File: config.mk
export PLATFORM = sky130hd
export DESIGN_NAME = frame_top
export DESIGN_NICKNAME = d
export VERILOG_FILES = /design/src/verilog/frame_pkg.sv /design/src/verilog/fifo.sv /design/src/verilog/frame_checksum.sv /design/src/verilog/frame_ctrl.sv /design/src/verilog/frame_emitter.sv /design/src/verilog/frame_top.sv
export SDC_FILE = /design/constraint.sdc
export NUM_CORES = 1
export LEC_CHECK = 0
export BUFFER_PORTS_ARGS = -buffer_cell sky130_fd_sc_hd__clkbuf_2
export CORE_UTILIZATION = 55
export DETAILED_ROUTE_END_ITERATION = 8
export GPL_TIMING_DRIVEN = 0
export PLACE_DENSITY = 0.74
export SLEW_MARGIN = 40
export SYNTH_ARGS = -nofsm -noshare
export SYNTH_HDL_FRONTEND = slang
export SYNTH_HIERARCHICAL = 1
export SYNTH_SLANG_ARGS = --single-unit
File: constraint.sdc
create_clock -name clk -period 4.85 [get_ports clk]
set_clock_uncertainty 0.2 [all_clocks]
set_input_delay 0.7275 -clock clk [delete_from_list [all_inputs] [get_ports clk]]
set_output_delay 0.7275 -clock clk [all_outputs]
set_load 0.005 [all_outputs]
File: src/verilog/frame_pkg.sv
`default_nettype none

package frame_pkg;

	localparam int BUF_WIDTH = 3;	// FIFO address bits
	localparam int DATA_WIDTH = 32;	// Stream word width
	localparam int BUF_SIZE = 1 << BUF_WIDTH;	// FIFO entries

	typedef logic [DATA_WIDTH-1:0] word_t;	// Stream word
	typedef logic [BUF_WIDTH:0] count_t;	// Occupancy 0..8, also frame length
	typedef logic [7:0] seq_t;	// Frame sequence number

	localparam logic [15:0] HDR_MARK = 16'hA5A5;	// Upper half of every header

	// Kind of word the emitter registers this cycle
	typedef enum logic [1:0] {
		SEL_NONE,	// Nothing to send
		SEL_HDR,	// Header word
		SEL_DATA,	// Word read out of the FIFO
		SEL_SUM	// Checksum word, ends the frame
	} word_sel_t;

	// Frame controller states
	typedef enum logic [1:0] {
		ST_IDLE,	// Wait for a full frame in the FIFO
		ST_HDR,	// One cycle, header
		ST_DATA,	// Length cycles, FIFO reads
		ST_SUM	// One cycle, checksum
	} frame_state_t;

endpackage

`default_nettype wire

File: src/verilog/fifo.sv
`default_nettype none

module fifo #(
	parameter int BUF_WIDTH = frame_pkg::BUF_WIDTH,	// 2^BUF_WIDTH entries
	parameter int DATA_WIDTH = frame_pkg::DATA_WIDTH	// Word width
) (
	input wire clk,
	input wire rst,
	input wire [DATA_WIDTH-1:0] buf_in,	// Word to push
	input wire wr_en,	// Push strobe
	input wire rd_en,	// Pop strobe
	output logic [DATA_WIDTH-1:0] buf_out,	// Head word, valid while popping
	output logic buf_empty,
	output logic buf_full,
	output logic buf_almost_full,	// One slot left
	output logic [BUF_WIDTH:0] fifo_counter	// Words held
);

	logic [DATA_WIDTH-1:0] buf_mem [(1 << BUF_WIDTH)];	// Storage, no reset
	logic [BUF_WIDTH-1:0] wr_ptr;	// Next slot to write, wraps
	logic [BUF_WIDTH-1:0] rd_ptr;	// Next slot to read, wraps
	logic wr_ok;	// Push really happens
	logic rd_ok;	// Pop really happens

	// Flags decoded from the counter
	always_comb begin
		buf_empty = (fifo_counter == '0);
		buf_full = (fifo_counter == {1'b1, {BUF_WIDTH{1'b0}}});	// Exactly 2^BUF_WIDTH
		buf_almost_full = (fifo_counter == {1'b0, {BUF_WIDTH{1'b1}}});	// One below full
	end

	assign wr_ok = wr_en && !buf_full;	// Write while full is dropped
	assign rd_ok = rd_en && !buf_empty;	// Internal guard against underflow

	// Occupancy count
	always_ff @(posedge clk or posedge rst) begin
		if (rst) begin
			fifo_counter <= '0;
		end else if (wr_ok && rd_ok) begin
			fifo_counter <= fifo_counter;	// Push and pop cancel
		end else if (wr_ok) begin
			fifo_counter <= fifo_counter + 1'b1;
		end else if (rd_ok) begin
			fifo_counter <= fifo_counter - 1'b1;
		end
	end

	// Read data straight from memory, zero when not popping
	always_comb begin
		if (rd_ok)
			buf_out = buf_mem[rd_ptr];
		else
			buf_out = '0;
	end

	always_ff @(posedge clk) begin
		if (wr_ok)
			buf_mem[wr_ptr] <= buf_in;	// Store at write pointer
	end

	// Pointers
	always_ff @(posedge clk or posedge rst) begin
		if (rst) begin
			wr_ptr <= '0;
			rd_ptr <= '0;
		end else begin
			if (wr_ok)
				wr_ptr <= wr_ptr + 1'b1;	// Natural wrap at 2^BUF_WIDTH
			if (rd_ok)
				rd_ptr <= rd_ptr + 1'b1;
		end
	end

endmodule : fifo

`default_nettype wire

File: src/verilog/frame_checksum.sv
`default_nettype none

module frame_checksum (
	input wire clk,
	input wire rst,
	input wire csum_clear,	// Header cycle, start a new sum
	input wire add_en,	// Data word present on data
	input wire frame_pkg::word_t data,	// Word read out of the FIFO
	output frame_pkg::word_t sum	// Running sum of the frame so far
);

	// Registered sum, so in the checksum cycle it already holds
	// the last data word of the frame
	always_ff @(posedge clk or posedge rst) begin
		if (rst) begin
			sum <= '0;
		end else if (csum_clear) begin
			sum <= '0;
		end else if (add_en) begin
			sum <= sum + data;	// Wraps modulo 2^32
		end
	end

endmodule : frame_checksum

`default_nettype wire

File: src/verilog/frame_ctrl.sv
`default_nettype none

module frame_ctrl (
	input wire clk,
	input wire rst,
	input wire frame_pkg::count_t frame_len,	// Requested length, 0 holds frames
	input wire frame_pkg::count_t level,	// FIFO occupancy
	output logic rd_en,	// Pop one word this cycle
	output frame_pkg::word_sel_t sel,	// Word kind for the emitter
	output logic csum_clear,	// Restart the running sum
	output frame_pkg::count_t cur_len	// Length of the frame in flight
);

	frame_pkg::frame_state_t state;	// Current state
	frame_pkg::count_t remain;	// Data words still to read
	logic start;	// Enough words queued for a frame

	// A frame starts only when all its words are already in the FIFO,
	// so the reads in ST_DATA never find it empty
	assign start = (frame_len != '0) && (level >= frame_len);

	always_ff @(posedge clk or posedge rst) begin
		if (rst) begin
			state <= frame_pkg::ST_IDLE;
			cur_len <= '0;
			remain <= '0;
		end else begin
			case (state)
				frame_pkg::ST_IDLE: begin
					if (start) begin
						cur_len <= frame_len;	// Length fixed for the whole frame
						remain <= frame_len;
						state <= frame_pkg::ST_HDR;
					end
				end
				frame_pkg::ST_HDR: begin
					state <= frame_pkg::ST_DATA;	// Length is never 0 here
				end
				frame_pkg::ST_DATA: begin
					remain <= remain - 1'b1;
					if (remain == 4'd1)
						state <= frame_pkg::ST_SUM;	// Last read this cycle
				end
				frame_pkg::ST_SUM: begin
					state <= frame_pkg::ST_IDLE;	// Always one idle cycle between frames
				end
				default: begin
					state <= frame_pkg::ST_IDLE;
				end
			endcase
		end
	end

	// Datapath controls follow the state directly
	always_comb begin
		rd_en = 1'b0;
		csum_clear = 1'b0;
		sel = frame_pkg::SEL_NONE;
		case (state)
			frame_pkg::ST_HDR: begin
				sel = frame_pkg::SEL_HDR;
				csum_clear = 1'b1;	// Sum starts fresh for this frame
			end
			frame_pkg::ST_DATA: begin
				sel = frame_pkg::SEL_DATA;
				rd_en = 1'b1;	// One word per cycle
			end
			frame_pkg::ST_SUM: begin
				sel = frame_pkg::SEL_SUM;
			end
			default: begin
				sel = frame_pkg::SEL_NONE;
			end
		endcase
	end

endmodule : frame_ctrl

`default_nettype wire

File: src/verilog/frame_emitter.sv
`default_nettype none

module frame_emitter (
	input wire clk,
	input wire rst,
	input wire frame_pkg::word_sel_t sel,	// Which word to send
	input wire frame_pkg::count_t len,	// Frame length for the header
	input wire frame_pkg::word_t data,	// FIFO read data
	input wire frame_pkg::word_t sum,	// Checksum of the frame
	output logic out_valid,	// One strobe per word
	output frame_pkg::word_t out_data,
	output logic out_last	// High with the checksum word
);

	frame_pkg::seq_t seq;	// Sequence number of the current frame
	frame_pkg::word_t next_word;	// Word to register this cycle

	// Word formatting
	always_comb begin
		case (sel)
			frame_pkg::SEL_HDR: next_word = {frame_pkg::HDR_MARK, seq, 4'b0000, len};
			frame_pkg::SEL_DATA: next_word = data;
			frame_pkg::SEL_SUM: next_word = sum;
			default: next_word = '0;
		endcase
	end

	// Strobes and sequence counter
	always_ff @(posedge clk or posedge rst) begin
		if (rst) begin
			out_valid <= 1'b0;
			out_last <= 1'b0;
			seq <= '0;
		end else begin
			out_valid <= (sel != frame_pkg::SEL_NONE);
			out_last <= (sel == frame_pkg::SEL_SUM);
			if (sel == frame_pkg::SEL_SUM)
				seq <= seq + 1'b1;	// Next header gets the new number, wraps at 256
		end
	end

	always_ff @(posedge clk) begin
		out_data <= next_word;	// Payload register
	end

endmodule : frame_emitter

`default_nettype wire

File: src/verilog/frame_top.sv
`default_nettype none

module frame_top (
	input wire clk,
	input wire rst,
	input wire wr_en,	// Input word strobe
	input wire frame_pkg::word_t wr_data,
	input wire frame_pkg::count_t frame_len,	// Sampled at frame start
	output logic out_valid,
	output frame_pkg::word_t out_data,
	output logic out_last,	// Checksum word
	output frame_pkg::count_t level,	// FIFO occupancy
	output logic empty,
	output logic full	// Writes are dropped while high
);

	logic rd_en;	// Controller pops a word
	logic csum_clear;	// Header cycle
	frame_pkg::word_sel_t sel;	// Word kind to the emitter
	frame_pkg::count_t cur_len;	// Latched frame length
	frame_pkg::word_t rd_data;	// FIFO head during reads
	frame_pkg::word_t sum;	// Running checksum

	fifo #(
		.BUF_WIDTH(frame_pkg::BUF_WIDTH),
		.DATA_WIDTH(frame_pkg::DATA_WIDTH)
	) u_fifo (
		.clk(clk),
		.rst(rst),
		.buf_in(wr_data),
		.wr_en(wr_en),
		.rd_en(rd_en),
		.buf_out(rd_data),
		.buf_empty(empty),
		.buf_full(full),
		.buf_almost_full(),	// Only watched by the checker
		.fifo_counter(level)
	);

	frame_ctrl u_ctrl (
		.clk(clk),
		.rst(rst),
		.frame_len(frame_len),
		.level(level),
		.rd_en(rd_en),
		.sel(sel),
		.csum_clear(csum_clear),
		.cur_len(cur_len)
	);

	frame_checksum u_csum (
		.clk(clk),
		.rst(rst),
		.csum_clear(csum_clear),
		.add_en(rd_en),	// Every read is a data word
		.data(rd_data),
		.sum(sum)
	);

	frame_emitter u_emit (
		.clk(clk),
		.rst(rst),
		.sel(sel),
		.len(cur_len),
		.data(rd_data),
		.sum(sum),
		.out_valid(out_valid),
		.out_data(out_data),
		.out_last(out_last)
	);

endmodule : frame_top

`default_nettype wire
==> key figures <==
Cells and area
  • Cell area after layout: 18200 um2
  • Syn-to-layout area delta: 15.8%
  • Most common cell after layout, fill and taps aside: edfxtp_1
  • Post-Route Utilization: 65.2%
  • Register area: 9880 um2
  • Final nets: 1265
  • Area taken by multi-input logic gates: 5530 um2
  • Filler cell count: 2003
  • Commonest cells after routing, fill and taps aside: edfxtp_1 (256), clkbuf_2 (84), nor2_1 (84)
  • Layout Cells excl Fill: 1589
  • Share of layout cells above drive strength 1: 26.8%

Place
  • Port Buffers: 78
  • Hpwl dp: 23.8 mm
  • GPL Wtd Cong: 0.894
  • Post-DP Area: 17000 um2
  • Inst Count DP: 1515
  • Pre-CTS WS: -0.273 ns

Worst setup path
  • R2R depth: 15
  • Crit path buf inv count: 2
  • Reg-to-Reg End: u_csum/sum[29]
  • CP delay by family, top: compound AO/OA/AOI/OAI gates
  • CP max FO: 10
  • CP arrival: 4.79 ns
  • Reg-to-reg setup timing slack: 0.25 ns
  • CP endpoint: u_csum/sum[29]
  • CP Cell Sequence: clkbuf_4 -> buf_4 -> mux4_2 -> mux2i_2 -> nor2_1 -> ha_1 -> a211oi_1 -> o21bai_2 -> o21ai_1 -> a31o_2 -> o21bai_2 -> a2111oi_4 -> a2111oi_2 -> o211ai_1 -> o311ai_1
  • Nature of the critical path endpoint: register
  • Crit Path Category: reg2reg
  • Worst r2r src: u_fifo/rd_ptr[0]
  • CP dominant cell by count: o21bai_2
  • CP startpoint: u_fifo/rd_ptr[0]
  • Worst path depth: 15
  • Setup crit start kind: register
  • Worst Path Required: 5.04 ns
  • Crit path largest cell delay: 0.55 ns
  • CP max stage cell: mux4_2

Flow run
  • Max_cap viols: 0

Logic synthesis
  • Avg Inst Size Synth: 15.4 um2
  • Mapped Cells: 1021
  • Synth warnings: 6
  • Post-Syn Nets: 1108
  • Post-Syn Area: 15700 um2

Global route
  • Initial antenna violation count: 2
  • Number of global-route vias before repair: 9541
  • Total grt overflow: 0
  • GRT Resource Usage Total: 24.8%
  • Largest net degree at the start of global routing: 33
  • First-pass GRT wire length: 53.8 mm

Pwr
  • Flop pwr share: 34.6%
  • Power per cell area: 661 nW/um2
  • Peak supply drop: 0.402 mV
  • Switch share: 36.4%
  • Pint: 7660 uW
  • Static Leak: 0.00704 uW
  • Clock Power Share: 22.4%
  • Comb pwr share: 43.0%
  • P_sw: 4380 uW

Clocking
  • CTS tree: done
  • Sink Count: 350
  • Total CTS buffers: 37
  • CTS H-Tree Depth: 2
  • Clk slew on worst S/H paths: 0.06 ns
  • Root Buffer: clkbuf_16
  • Clock Latency Late Sink: 0.53 ns
  • CTS max path bufs: 3

Route
  • Number of antenna-violating nets in the routed design: 0
  • Post-route DRC: 0
  • Drt pass-1 iters: 5
  • Routed via count: 9283
  • DR WL/cell: 21.9 um
  • Via/cell ratio: 5.84
  • Detailed Route WL: 34.9 mm
  • DRT iter0 DRCs: 625

Timing
  • PnR worst setup slack: 0.247 ns
  • Final Critical Period: 4.60 ns
  • Final hold violation count: 0
  • Max-slew headroom: 44.2%
  • Worst-margin pin slew: 0.838 ns
  • Slew Viols, Final: 0
  • Peak Freq: 0.217 GHz
  • Final setup TNS: 0 ns
  • Period utilisation layout: 94.9%
  • Final setup viols: 0
  • RSZ-0062 raised after global routing: false

Min path
  • Hold Path Class: in2async

Floorplan
  • Initial Util: 56.3%
  • Rows: 61
  • Die Wd: 171 um
  • Floorplan die height: 171 um
  • Io pins: 79
  • Placeable Area: 27900 um2
  • Die footprint: 29300 um2

Outcome
  • Outcome: finished clean
==> metrics by stage <==
stage	total power [uW]	hold slack, ns
2_1_floorplan	7780	0.246
3_3_place_gp	9050	0.269
3_5_place_dp	9280	0.266
4_1_cts	12000	0.0272
5_1_grt	12700	0.0579
6_report	12000	0.0443
==> layer usage <==
metal  part of all wire (%)  track usage, %  up-vias
li1                       -               -     4256
met2                     50            41.6      275
met3                    6.2            4.00       66
met1                     41            33.0     4686
met5                      0               0        -
met4                    2.2            8.66        0
==> worst min-delay path by stage <==
| stage | to | cells past startpoint | slack [ns] |
|---|---|---|---|
| after CTS | u_ctrl/cur_len[3] | 2 | 0.03 |
| final | u_emit/seq[0] | 2 | 0.04 |
| after global placement | u_emit/seq[7] | 1 | 0.27 |
| after floorplan | u_emit/seq[7] | 1 | 0.25 |
| after detailed placement | u_emit/seq[7] | 1 | 0.27 |
| after global routing | u_emit/seq[0] | 2 | 0.06 |
==> power by group through the flow <==
stage / combinational (uW) / clock (uW) / sequential [uW]
6_report: 5170 / 2700 / 4160
5_1_grt: 5570 / 2860 / 4230
4_1_cts: 5120 / 2760 / 4160
3_5_place_dp: 5070 / 0 / 4220
3_3_place_gp: 4820 / 0 / 4230
2_1_floorplan: 3610 / 0 / 4170
==> what timing repair did <==
| action | CTS | global route |
|---|---|---|
| gates cloned | 0 | 0 |
| resized for setup | 6 | 17 |
| hold buffers | 0 | 0 |
| pin swaps | 0 | 1 |
| buffers inserted | 0 | 2 |
| endpoints found under the setup margin | 12 | 5 |
==> worst reg2reg max path: cells and delay by family, from the launching register on <==
family | cells | cell delay, ns
adders and majority gates | 1 | 0.32
and+or+nand+nor | 1 | 0.16
DFF | 1 | 0.37
AOI/OAI and AO/OA | 9 | 2.05
muxes | 2 | 0.81
buffers and inverters | 2 | 0.56
==> sequential cells by signal (all words and copies together) (netlist names) <==
| signal | count |
|---|---|
| u_csum/sum | 32 |
| u_ctrl/cur_len | 4 |
| u_fifo/wr_ptr | 3 |
| u_emit/out_data | 32 |
| u_fifo/buf_mem | 256 |
| u_ctrl/state | 2 |
| u_fifo/rd_ptr | 3 |
| u_emit/seq | 8 |
| u_emit/out_valid | 1 |
| u_fifo/fifo_counter | 4 |
| u_emit/out_last | 1 |
| u_ctrl/remain | 4 |
==> cell type report <==
type	instances	share of cell area, %
plain buffers	44	1.45
clock buffers	49	5.50
repair buffers	118	4.14
well taps	378	2.60
inverters	36	0.749
clock inverters	19	0.886
flip-flops and latches	350	54.2
multi-input cells	591	30.4
diodes	4	0.0550
(Power assumes the default switching activity.)
